===== src/core_params.svh =====
// Core width and data RAM size macros
`ifndef CORE_PARAMS_SVH
`define CORE_PARAMS_SVH

// Width of a data word and of a byte address
`define CORE_XLEN 32

// Data RAM depth in words
`define RAM_WORDS 256

// Bits of the RAM word index
`define RAM_ADDR_BITS 8

`endif


===== src/core_pkg.sv =====
// core_pkg: word and register types, operation and state enums, stream and bus channel structs
`include "core_params.svh"

package core_pkg;

    // Plain vectors with a meaning
    typedef logic [`CORE_XLEN-1:0]   word_t;
    typedef logic [`CORE_XLEN-1:0]   addr_t;
    typedef logic [`CORE_XLEN/8-1:0] strb_t;
    typedef logic [4:0]              reg_t;

    // Memory stage operations
    typedef enum logic [3:0] {
        OP_NONE            = 4'd0,
        LOAD_BYTE          = 4'd1,
        LOAD_HALF          = 4'd2,
        LOAD_WORD          = 4'd3,
        LOAD_BYTE_UNSIGNED = 4'd4,
        LOAD_HALF_UNSIGNED = 4'd5,
        STORE_BYTE         = 4'd6,
        STORE_HALF         = 4'd7,
        STORE_WORD         = 4'd8
    } op_t;

    // Token from execute
    typedef struct packed {
        op_t   op;
        addr_t alu;
        word_t rs2;
        reg_t  rd;
    } mm_t;

    // Token toward writeback
    typedef struct packed {
        op_t   op;
        reg_t  rd;
        word_t data;
    } wb_t;

    // AXI4-Lite style channel payloads
    typedef struct packed {
        addr_t addr;
    } axil_aw_t;

    typedef struct packed {
        word_t data;
        strb_t strb;
    } axil_w_t;

    typedef struct packed {
        addr_t addr;
    } axil_ar_t;

    typedef struct packed {
        word_t data;
    } axil_r_t;

    // Memory stage FSM
    typedef enum logic [1:0] {
        ST_IDLE,
        ST_STORE,
        ST_LOAD,
        ST_DONE
    } stage_state_t;

endpackage


===== src/lsu_align.sv =====
// lsu_align: store lane placement and strobes, load extraction with sign or zero extension
`timescale 1ns/1ps

module lsu_align
    import core_pkg::*;
(
    input  op_t   op,
    input  addr_t addr,
    input  word_t store_in,
    input  word_t load_in,
    output word_t store_data,
    output strb_t store_strb,
    output word_t load_data
);

    logic [7:0]  load_byte;
    logic [15:0] load_half;

    // Store side, register value moved into its byte lanes
    always_comb begin
        case (op)
            STORE_BYTE: begin
                store_data = store_in << (8 * addr[1:0]);
                store_strb = strb_t'(1) << addr[1:0];
            end
            STORE_HALF: begin
                store_data = store_in << {addr[1], 4'b0000};
                store_strb = addr[1] ? 4'b1100 : 4'b0011;
            end
            STORE_WORD: begin
                store_data = store_in;
                store_strb = 4'b1111;
            end
            default: begin
                store_data = '0;
                store_strb = '0;
            end
        endcase
    end

    // Addressed byte and half of the returned word
    always_comb begin
        case (addr[1:0])
            2'b00:   load_byte = load_in[7:0];
            2'b01:   load_byte = load_in[15:8];
            2'b10:   load_byte = load_in[23:16];
            default: load_byte = load_in[31:24];
        endcase
        load_half = addr[1] ? load_in[31:16] : load_in[15:0];
    end

    // Extension by load kind
    always_comb begin
        case (op)
            LOAD_BYTE: begin
                load_data = {{24{load_byte[7]}}, load_byte};
            end
            LOAD_BYTE_UNSIGNED: begin
                load_data = {24'h000000, load_byte};
            end
            LOAD_HALF: begin
                load_data = {{16{load_half[15]}}, load_half};
            end
            LOAD_HALF_UNSIGNED: begin
                load_data = {16'h0000, load_half};
            end
            LOAD_WORD: begin
                load_data = load_in;
            end
            default: begin
                load_data = '0;
            end
        endcase
    end

endmodule


===== src/memory_stage.sv =====
// memory_stage: token FSM driving the AXI4-Lite style memory port and the writeback stream
`timescale 1ns/1ps

module memory_stage
    import core_pkg::*;
(
    input  logic     aclk,
    input  logic     aresetn,

    input  logic     source_valid,
    output logic     source_ready,
    input  mm_t      source_data,

    output logic     sink_valid,
    input  logic     sink_ready,
    output wb_t      sink_data,

    output logic     aw_valid,
    output axil_aw_t aw,
    input  logic     aw_ready,

    output logic     w_valid,
    output axil_w_t  w,
    input  logic     w_ready,

    input  logic     b_valid,
    output logic     b_ready,

    output logic     ar_valid,
    output axil_ar_t ar,
    input  logic     ar_ready,

    input  logic     r_valid,
    input  axil_r_t  r,
    output logic     r_ready
);

    stage_state_t state;
    mm_t          tok;
    word_t        wb_data;
    logic         resp_seen;
    logic         accept;
    word_t        store_data;
    strb_t        store_strb;
    word_t        load_data;

    function automatic logic is_store(input op_t op);
        return op inside {STORE_BYTE, STORE_HALF, STORE_WORD};
    endfunction

    function automatic logic is_load(input op_t op);
        return op inside {LOAD_BYTE, LOAD_HALF, LOAD_WORD,
                          LOAD_BYTE_UNSIGNED, LOAD_HALF_UNSIGNED};
    endfunction

    // Alignment works on the held token
    lsu_align align_i (
        .op         (tok.op),
        .addr       (tok.alu),
        .store_in   (tok.rs2),
        .load_in    (r.data),
        .store_data (store_data),
        .store_strb (store_strb),
        .load_data  (load_data)
    );

    assign source_ready = (state == ST_IDLE);
    assign accept       = source_valid && source_ready;

    assign b_ready = (state == ST_STORE);
    assign r_ready = (state == ST_LOAD);

    // Request payloads stay stable while the token is held
    assign aw.addr = tok.alu;
    assign w.data  = store_data;
    assign w.strb  = store_strb;
    assign ar.addr = tok.alu;

    assign sink_data.op   = tok.op;
    assign sink_data.rd   = tok.rd;
    assign sink_data.data = wb_data;

    always_ff @(posedge aclk) begin
        if (accept) begin
            tok <= source_data;
        end
    end

    // Writeback value
    always_ff @(posedge aclk) begin
        if (accept) begin
            if (is_store(source_data.op)) begin
                wb_data <= '0;
            end else begin
                wb_data <= source_data.alu;
            end
        end else if (r_valid && r_ready) begin
            wb_data <= load_data;
        end
    end

    always_ff @(posedge aclk) begin
        if (!aresetn) begin
            state      <= ST_IDLE;
            sink_valid <= 1'b0;
            aw_valid   <= 1'b0;
            w_valid    <= 1'b0;
            ar_valid   <= 1'b0;
            resp_seen  <= 1'b0;
        end else begin
            case (state)
                ST_IDLE: begin
                    if (source_valid) begin
                        if (is_store(source_data.op)) begin
                            aw_valid <= 1'b1;
                            w_valid  <= 1'b1;
                            state    <= ST_STORE;
                        end else if (is_load(source_data.op)) begin
                            ar_valid <= 1'b1;
                            state    <= ST_LOAD;
                        end else begin
                            sink_valid <= 1'b1;
                            state      <= ST_DONE;
                        end
                    end
                end
                ST_STORE: begin
                    if (aw_valid && aw_ready) begin
                        aw_valid <= 1'b0;
                    end
                    if (w_valid && w_ready) begin
                        w_valid <= 1'b0;
                    end
                    // Token goes out one edge after the write response
                    if (resp_seen) begin
                        resp_seen  <= 1'b0;
                        sink_valid <= 1'b1;
                        state      <= ST_DONE;
                    end else if (b_valid && b_ready) begin
                        resp_seen <= 1'b1;
                    end
                end
                ST_LOAD: begin
                    if (ar_valid && ar_ready) begin
                        ar_valid <= 1'b0;
                    end
                    if (r_valid && r_ready) begin
                        sink_valid <= 1'b1;
                        state      <= ST_DONE;
                    end
                end
                ST_DONE: begin
                    if (sink_ready) begin
                        sink_valid <= 1'b0;
                        state      <= ST_IDLE;
                    end
                end
                default: begin
                    state <= ST_IDLE;
                end
            endcase
        end
    end

endmodule


===== config.mk =====
export PLATFORM = sky130hd
export DESIGN_NAME = memory_stage
export DESIGN_NICKNAME = d
export VERILOG_FILES = /design/src/core_pkg.sv /design/src/lsu_align.sv /design/src/memory_stage.sv
export VERILOG_INCLUDE_DIRS = /design/src
export SDC_FILE = /design/constraint.sdc
export NUM_CORES = 1
export LEC_CHECK = 0
export BUFFER_PORTS_ARGS = -buffer_cell sky130_fd_sc_hd__buf_2
export CAP_MARGIN = 15
export CORE_UTILIZATION = 45
export CTS_BUF_LIST = sky130_fd_sc_hd__clkbuf_8
export CTS_CLUSTER_SIZE = 12
export DETAILED_ROUTE_END_ITERATION = 8
export PLACE_DENSITY = 0.73
export SYNTH_ARGS = -nofsm -noshare
export SYNTH_HDL_FRONTEND = slang
export SYNTH_HIERARCHICAL = 1
export SYNTH_SLANG_ARGS = --single-unit
export TNS_END_PERCENT = 100

===== constraint.sdc =====
create_clock -name aclk -period 3.6 [get_ports aclk]
set_input_delay 0 -clock aclk [delete_from_list [all_inputs] [get_ports aclk]]
set_output_delay 0 -clock aclk [all_outputs]
set_load 0.05 [all_outputs]

======== After elaboration in Yosys (flattened, before gate mapping) ========
Cells that the tools add are included.
W data, S select, Z words.
word-level totals
  output and inout bits ................... 148
  bits of input ports ..................... 114
  register bits ........................... 112
  word-level logic and storage cells ...... 100
cells by class
  muxes and demuxes ....................... 36
  reduce and logical (&&, ||, !) cells .... 18
  shift operators ......................... 3
  equal/unequal tests ..................... 32
operators with widths
  operator              number
  $pmux W32 S5          1
  $mux W32              3
  $pmux W32 S3          1
  $shl A32 B5 Y32       2
  $eq A4 B3 Y1 const B  8
  $pmux W8 S3           1
  $mux W1               17
  $eq A4 B2 Y1 const B  4
  $mux W16              1
  $ne A2 B1 Y1 const B  7
  $pmux W4 S3           1
  $reduce_and A4 Y1     3
  $mux W2               5
  $eq A4 B1 Y1 const B  2
  $eq A4 B4 Y1 const B  2
  $ne A2 B2 Y1 const B  4
  $pmux W2 S4           1
  $eq A2 B2 Y1 const B  3
  $logic_and A1 B1 Y1   6
  $pmux W1 S2           3
  $reduce_and A6 Y1     1
  $reduce_bool A2 Y1    3
  $reduce_and A5 Y1     1
  $reduce_bool A5 Y1    1
  6 further kinds       8

======== Depth between registers and ports, before layout ========
Gate-level depths: netlist of run 1.
  depth after elaboration ................. 6
  gate-level depth with buffers ........... 9
  gate-level depth less buffers ........... 6

======== Cells and area by module ========
The synthesis of run 1 kept the hierarchy.
modules (own cells, without submodules)
  module        instances  cells an instance  sequential area each (um^2)  area each (um^2)
  memory_stage  1          275                3293.2                       4533.1
  lsu_align     1          185                0.0                          1277.5

======== Worst setup path before layout of run 1 ========
OpenSTA, ideal clock, no wires.
  path kind ............................... register to register
  start point ............................. register state[0]
  end point ............................... register wb_data[10], data pin
  library setup time ...................... 0.131 ns
  stages on the path, launching flop included .. 10
  buffers on the path ..................... 3
  path slack .............................. 0.005 ns
  arrival ................................. 3.464 ns
  data required time ...................... 3.469 ns
  period minus slack after synthesis ...... 3.595 ns
  cell sequence ........................... dfxtp_1 -> inv_1 -> ha_1 -> buf_2 -> nand2_1 -> inv_1 -> and3_1 -> buf_6 -> buf_8 -> a22o_1
on the way
  word-level cells in the longest chain between the ends .. 3
ends and longest elaborated chain
  element                   RTL line             RTL
  start: declaration        memory_stage.sv:38   stage_state_t state;
  start signal: assignment  memory_stage.sv:104  state <= ST_IDLE;
  start signal: assignment  memory_stage.sv:117  state <= ST_STORE;
  start signal: assignment  memory_stage.sv:120  state <= ST_LOAD;
  $logic_not A2 Y1          memory_stage.sv:67   assign source_ready = (state == ST_IDLE);
  via source_ready          memory_stage.sv:11   output logic source_ready,
  $logic_and A1 B1 Y1       memory_stage.sv:68   assign accept = source_valid && source_ready;
  via accept                memory_stage.sv:42   logic accept;
  $mux W32                  memory_stage.sv:91   if (accept) begin
  end signal: assignment    memory_stage.sv:95   wb_data <= source_data.alu;
  end signal: assignment    memory_stage.sv:98   wb_data <= load_data;
  end: declaration          memory_stage.sv:40   word_t wb_data;
The timed path passes the listed nets, and every way through them passes these cells.
A chain may end at the register's enable or synchronous reset.

==> results.toml, run 1 <==
[setup_path]
worstPathMaxFanout = 17
cpPeakStageDelay_ns = 0.79
start_kind = "flop"
worst-path-buf-inv = 2
cp.depth = 5
required_ns = 3.60
crit_type = "flop to output port"
arrival_ns = 2.83
r2r_slack_ns = 1.02
reg2reg_depth = 5
crit_slowest_cell = "edfxtp_1"
critical_path.cell_chain = "nand4b_2 > nor2_1 > a222oi_1 > inv_1 > buf_2"
cp_top_family = "simple AND/OR/NAND/NOR gates"
cp-end-kind = "output port"

[place]
portBuffers = 261
postPlaceCellArea_mm2 = 0.00669
dp_hpwl_um = 10900
place_congestion = 0.893

[clocking]
clockBufferDepth = 2
clk_latency_ns = 0.38
cts_tree = "yes"
cts_resized = 0
cts_setup_buffers = 0
h-tree-depth = 3
cts.reportedPaths.clkPinSlew_ns = 0.10
cts_made_buffers = 9
cts_root_buf = "clkbuf_8"
clock_sinks = 112

[layout]
layout-drive-gt1-share = 0.419
finalNetCount = 841
n_antenna_cell = 0
syn_to_final_growth_pct = 32.6
stdcell_area_mm2 = 0.00770

[power_and_ir_drop]
p_per_area_mw_per_mm2 = 770
total_power_mw = 5.93
peakVddDrop_v = 0.000431
leakage_nw = 3.40

[global_route]
grt_pass1_vias = 4654
grt_use_total = 0.231
grt_max_degree = 74
grt-ovfl-total = 0
grt_pass1_wl_um = 23100
antenna_found_initial = 0

[sta]
tightest_slew_ns = 1.06
drv_slew = 0
hold_viol = 0
slew_headroom = 0.289
period_minus_slack_ns = 2.83
finalClockSkew_ns = 0.0110
max_freq_ghz = 0.354
setup_tns_ns = 0
rsz0062_at_grt = "false"
period_share = 0.786
setup_viol = 0

[synthesis]
synth_commonest_cells = "edfxtp_1, buf_4, nor2_1"
seq_area_frac_synth = 0.567
synth.area.top_cells = "edfxtp_1, buf_4, a22o_1"
yosysWarnings = 6
yosys.cell_count.top_type = "edfxtp_1"
synth-async-reset-ratio = 0
synth_cell_types = 54
ys.flop_type = "edfxtp_1"
ys_ff_latch = 112
syn_inst = 460
yosys.area_share.adder = 0.00861
synth-simple-area-share = 0.0911
synth_edf_count = 105
synthMuxAreaShare = 0.0364
synth_top_family_by_area = "compound AO/OA/AOI/OAI gates"
yosysTopAreaCell = "edfxtp_1"
synth.avg_cell_area_um2 = 12.6
synth_top_area_frac = 0.543
syn_nets = 578
synth-xor-area-share = 0.00301
synth_compound_area_frac = 0.161
mappedNetlistArea_mm2 = 0.00581

[min_path]
worst_hold_path_type = "primary input to flop"
min_path_cells = 4

[die]
core_mm2 = 0.0126
die_x_um = 116
fp-row-count = 41
dieHeight_um = 116
io_pins = 262
initial_core_util = 0.460
dieArea_mm2 = 0.0134

[routing]
avgRoutedWirePerCell_um = 17.6
routed_wl_um = 15800
num_vias = 4719
drc = 0
viasPerCell = 5.24
antenna_left = 0
first_pass_iters = 5
drt_iter0_markers = 326

[run_status]
status = "finished, final reports clean"

[flow_run]
cap_violations = 0
==> kinds of logic (layout without fill, tap and decap cells) <==
logic type               Yosys count  in the layout
AO/OA/AOI/OAI                    112            112
flip-flops                       112            112
buffers and inverters            110            378
AND/OR/NAND/NOR                  101            101
multiplexers                      19             19
adder cells (fa/ha/maj)            4              4
XOR/XNOR                           2              2
==> cell usage in the layout, fill, tap and decap left out, types with 9 or more instances in the layout <==
cell	count
o21ai_0	11
nand2_1	16
a221o_1	15
inv_1	15
buf_2	261
edfxtp_1	105
and2_1	9
dlygate4sd3_1	81
nor2_1	43
a22o_1	38
mux2i_1	11
clkbuf_8	9
==> stage by stage <==
step	setup WS (ns)	std cells	hold WS [ns]	util
2_1_floorplan	0.00533	460	0.0989	-
4_1_cts	0.438	899	0.0170	0.609
3_5_place_dp	0.879	802	0.178	0.530
3_3_place_gp	1.06	801	0.177	0.528
6_report	0.772	900	0.0375	0.610
5_1_grt	0.579	900	0.0641	0.610
==> power by group <==
group	internal [mW]	switching [mW]
Combinational	0.748	2.31
Clock	0.316	0.416
Sequential	1.92	0.215
Total	2.99	2.95
==> final cells by class <==
cell class	instances	area [um2]
fillers	1013	4920
repair buffers	348	2190
inverters	14	52.6
well taps	172	215
multi-input cells	238	1760
clock buffers	9	124
flip-flops and latches	112	3290
clock inverters	7	65.1
==> worst reg2reg max path, stage by stage (launching register included) <==
cell and delay (ns):
edfxtp_1 0.79, mux4_2 0.63, o21a_1 0.21, o21ai_4 0.35, nor2_1 0.14, a22o_1 0.22
==> registers in the layout (all words and copies together), names as in the netlist <==
name,count
ar,32
ar_valid,1
aw_valid,1
resp_seen,1
sink_data,9
sink_valid,1
state,2
tok,32
w_valid,1
wb_data,32
==> metal layers <==
| metal | wire [um] | part of all wire | up-vias | GRT usage |
|---|---|---|---|---|
| met5 | 0 | 0 | - | 0 |
| met4 | 365 | 0.023 | 0 | 0.101 |
| met3 | 873 | 0.055 | 28 | 0.0502 |
| met2 | 8560 | 0.54 | 204 | 0.415 |
| met1 | 6030 | 0.38 | 2299 | 0.265 |
| li1 | - | - | 2188 | - |
==> worst paths after layout <==
path / startpoint / to
worst max-delay path: ar[1] / w[26]
worst min-delay path: sink_ready / state[1]
worst max register to register: ar[1] / wb_data[25]
worst min register to register: sink_valid / sink_valid
==> what timing repair did <==
action / in CTS / in global routing
hold buffers: 81 / 0
setup endpoints to repair: 0 / 0
endpoints found under the hold margin: 112 / 0
No activity file was read; power rests on OpenSTA's default activity.
==> run 2, diff against run 1 <==
CORE_UTILIZATION = 44   (was 45)
PLACE_DENSITY = 0.75   (was 0.73)
clock period = 2.4 ns   (was 3.6 ns; I/O delays follow)
==> results.toml, run 2 (synthesis gave the netlist of run 1 again) <==
[routing]
first_pass_iters = 5
drc = 0
drt_iter0_markers = 439
avgRoutedWirePerCell_um = 18.0
antenna_left = 0
viasPerCell = 5.24
num_vias = 4780
routed_wl_um = 16400

[clocking]
cts_root_buf = "clkbuf_8"
h-tree-depth = 3
clk_latency_ns = 0.39
cts.reportedPaths.clkPinSlew_ns = 0.10
clock_sinks = 112
cts_made_buffers = 9
cts_tree = "yes"
clockBufferDepth = 2

[power_and_ir_drop]
p_sw_mw = 4.51
peakVddDrop_v = 0.000597
combinationalPowerShare = 0.517
clkPwrFrac = 0.145
p_per_area_mw_per_mm2 = 1180
leakage_nw = 3.49
pwr-share-seq = 0.338
switching_share = 0.484
p_int_mw = 4.81

[sta]
rsz0062_at_grt = "false"
drv_slew = 0
tightest_slew_ns = 1.05
finalClockSkew_ns = 0.00775
period_share = 0.955
hold_viol = 0
period_minus_slack_ns = 2.29
max_freq_ghz = 0.436
setup_viol = 0
slew_headroom = 0.298

[place]
placed_cells = 809
dp_hpwl_um = 11300
portBuffers = 261
postPlaceCellArea_mm2 = 0.00677
place_congestion = 0.824

[global_route]
grt_pass1_vias = 4663
grt_use_total = 0.236
grt_max_degree = 74
antenna_found_initial = 0
grt-ovfl-total = 0
grt_pass1_wl_um = 23700

[setup_path]
r2r_slack_ns = 0.20
required_ns = 2.40
cp-end-kind = "output port"
start_kind = "flop"
arrival_ns = 2.29
crit_type = "flop to output port"
worstPathMaxFanout = 33

[die]
core_mm2 = 0.0127
io_pins = 262
dieArea_mm2 = 0.0137
dieHeight_um = 117
initial_core_util = 0.457
die_x_um = 117
fp-row-count = 41

[layout]
final_common_cell = "buf_2"
final_cell_mix = "buf_2, edfxtp_1, dlygate4sd3_1"
layout-drive-gt1-share = 0.442
syn_to_final_growth_pct = 36.4
stdcell_count = 913
finalNetCount = 853
stdcell_area_mm2 = 0.00793

[min_path]
worst_hold_path_type = "primary input to flop"

[run_status]
status = "finished, final reports clean"

[flow_run]
cap_violations = 0
==> run 2: cell count changes in the layout (fill, tap and decap cells not counted), moves of 2 or more <==
| cell | delta |
|---|---|
| buf_12 | +2 |
| dfxtp_2 | +2 |
| clkbuf_4 | +3 |
| bufinv_16 | +2 |
| inv_1 | -4 |
| buf_2 | -7 |
| buf_4 | +15 |
| dfxtp_1 | -2 |
==> run 2: worst paths after layout <==
| check | startpoint | endpoint | cells after the start |
|---|---|---|---|
| worst min-delay path | sink_ready | state[1] | 4 |
| worst max register to register | ar[1] | wb_data[25] | 6 |
| worst max-delay path | sink_data[38] | w[28] | 6 |
| worst min register to register | sink_valid | sink_valid | 2 |
==> run 2: metrics by stage <==
step | hold slack (ns) | power, mW | TNS [ns] | setup slack, ns | util
finish | 0.0182 | 9.32 | 0 | 0.108 | 0.623
CTS | 0.00320 | 9.31 | 0 | 0.00681 | 0.620
global placement | 0.176 | 7.75 | 0 | 0.278 | 0.532
floorplan | 0.0989 | 7.13 | -16.39 | -0.517 | -
global route | 0.0343 | 9.73 | 0 | 0.00535 | 0.623
detailed placement | 0.178 | 7.81 | 0 | 0.242 | 0.532
==> run 2: routing by layer <==
metal  wire (um)  share of wire  vias to the layer above  global-route usage
met2        8780           0.54                      248               0.426
met4         562          0.034                        0               0.121
met5           0              0                        -                   0
met3        1010          0.061                       39              0.0587
met1        6040           0.37                     2275               0.257
li1            -              -                     2218                   -
==> run 2: what timing repair did <==
| action | in CTS | in global routing |
|---|---|---|
| gates cloned | 0 | 0 |
| pin swaps | 0 | 1 |
| gates resized for setup | 5 | 7 |
| setup buffers | 4 | 2 |
| hold buffers | 81 | 0 |
| setup endpoints to repair | 32 | 32 |
| hold endpoints to repair | 112 | 0 |
==> run 2: area by class of cell <==
type	count	area [um2]
inverters	14	56.3
fillers	1006	4790
well taps	172	215
flip-flops and latches	112	3300
diodes	1	2.50
clock buffers	9	124
clock inverters	7	119
repair buffers	360	2300
multi-input cells	238	1810
==> run 2: power groups by stage <==
| stage | combinational [mW] | clock, mW | sequential [mW] |
|---|---|---|---|
| after floorplan | 3.07 | 0 | 4.06 |
| after global placement | 4.57 | 0 | 3.17 |
| after detailed placement | 4.61 | 0 | 3.20 |
| after CTS | 4.78 | 1.38 | 3.14 |
| after global routing | 5.07 | 1.45 | 3.21 |
| final | 4.82 | 1.35 | 3.15 |
==> run 2: worst max-delay path, cell delays in order, from the launching register on <==
cell	delay, ns
edfxtp_1	0.49
or4b_4	0.59
o31ai_4	0.09
buf_8	0.23
a22oi_1	0.11
o21ai_1	0.10
buf_2	0.28
==> run 3, diff against run 2 <==
RECOVER_POWER = 100   (was unset)
==> results.toml, run 3 (synthesis gave the netlist of run 1 again) <==
[place]
dp_hpwl_um = 11300
preCtsSetupSlack_ns = 0.242
portBuffers = 261
placed_cells = 809
place_congestion = 0.824

[die]
dieHeight_um = 117
dieArea_mm2 = 0.0137
die_x_um = 117
fp-row-count = 41
io_pins = 262
core_mm2 = 0.0127
initial_core_util = 0.457

[global_route]
grt_use_total = 0.236
grt_pass1_wl_um = 23700
grt_max_degree = 74
grt_pass1_vias = 4663
grt-ovfl-total = 0
antenna_found_initial = 0

[min_path]
worst_hold_path_type = "primary input to flop"
min_path_cells = 4
worstHoldStart = "sink_ready"

[layout]
layout-drive-gt1-share = 0.236
n_fill_cell = 1109
final_common_cell = "clkbuf_1"
regArea_mm2 = 0.00329
finalNetCount = 853
multi_input_area_mm2 = 0.00181
final_core_util = 0.606
stdcell_count = 913
syn_to_final_growth_pct = 32.8
final_cell_mix = "clkbuf_1, edfxtp_1, buf_2"

[setup_path]
crit_type = "flop to output port"
startpoint = "sink_data[38]"
crit_slowest_cell = "or4b_4"
critical_path.cell_chain = "or4b_4 > o31ai_4 > buf_8 > a22oi_1 > o21ai_1 > buf_2"
arrival_ns = 2.29
start_kind = "flop"
cpPeakStageDelay_ns = 0.59
r2r-start = "sink_data[40]"
required_ns = 2.40
cp-end-kind = "output port"
worstPathMaxFanout = 33
reg2reg_depth = 6

[run_status]
status = "finished, final reports clean"

[routing]
num_vias = 4774
avgRoutedWirePerCell_um = 18.1
antenna_left = 0
drt_iter0_markers = 418
first_pass_iters = 5
drc = 0
routed_wl_um = 16500
viasPerCell = 5.23

[power_and_ir_drop]
total_power_mw = 9.15
leakage_nw = 3.05
peakVddDrop_v = 0.000621
p_per_area_mw_per_mm2 = 1190

[sta]
drv_slew = 0
tightest_slew_ns = 1.03
setup_viol = 0
hold_viol = 0
max_freq_ghz = 0.437
fin_ws_ns = 0.109
slew_headroom = 0.308
rsz0062_at_grt = "false"
period_share = 0.955
period_minus_slack_ns = 2.29
finalClockSkew_ns = 0.00915

[clocking]
cts.reportedPaths.clkPinSlew_ns = 0.10
cts_made_buffers = 9
clk_latency_ns = 0.39
clockBufferDepth = 2
h-tree-depth = 3
cts_tree = "yes"
cts_root_buf = "clkbuf_8"
clock_sinks = 112

[flow_run]
cap_violations = 0
-- run 3: cell type report --
| class | count | share of cell area |
|---|---|---|
| clock buffers | 9 | 0.0161 |
| diodes | 1 | 0.000324 |
| inverters | 14 | 0.00697 |
| flip-flops and latches | 112 | 0.427 |
| multi-input cells | 238 | 0.235 |
| repair buffers | 360 | 0.272 |
| well taps | 172 | 0.0279 |
| clock inverters | 7 | 0.0154 |
-- run 3: repair_timing --
| action | CTS | global route |
|---|---|---|
| hold endpoints to repair | 112 | 0 |
| pin swaps | 0 | 1 |
| gates resized for setup | 5 | 7 |
| buffers inserted | 4 | 2 |
| hold buffers | 81 | 0 |
| endpoints found under the setup margin | 32 | 32 |
-- run 3: path summary, 6_finish.rpt --
| kind | end | slack [ns] |
|---|---|---|
| worst min register to register | sink_valid | 0.47 |
| worst max register to register | wb_data[2] | 0.18 |
| worst max-delay path | w[28] | 0.11 |
| worst min-delay path | state[1] | 0.02 |
-- run 3: through the flow --
| step | TNS, ns | hold slack (ns) | area (um2) |
|---|---|---|---|
| floorplan | -16.39 | 0.0989 | 5860 |
| global placement | 0 | 0.176 | 6770 |
| detailed placement | 0 | 0.178 | 6770 |
| CTS | 0 | 0.00320 | 7880 |
| global route | 0 | 0.0345 | 7710 |
| finish | 0 | 0.0219 | 7710 |
-- run 3: metal layers --
layer / global-route usage / routed length [um] / vias to the layer above
li1: - / - / 2218
met1: 0.257 / 6160 / 2295
met2: 0.426 / 8860 / 222
met3: 0.0587 / 938 / 39
met4: 0.121 / 556 / 0
met5: 0 / 0 / -
-- run 3: worst max-delay path, delay by kind of cell (launching register included) --
kind                   cells  cell delay (ns)
buffers and inverters      2             0.51
DFF                        1             0.49
and+or+nand+nor            1             0.59
AOI/OAI and AO/OA          3             0.30
-- run 3: report_power, final --
group	leakage, nW	internal, mW	switching, mW
logic	1.87	1.04	3.59
registers	1.07	2.89	0.280
clock network	0.117	0.695	0.657
total	3.05	4.63	4.52
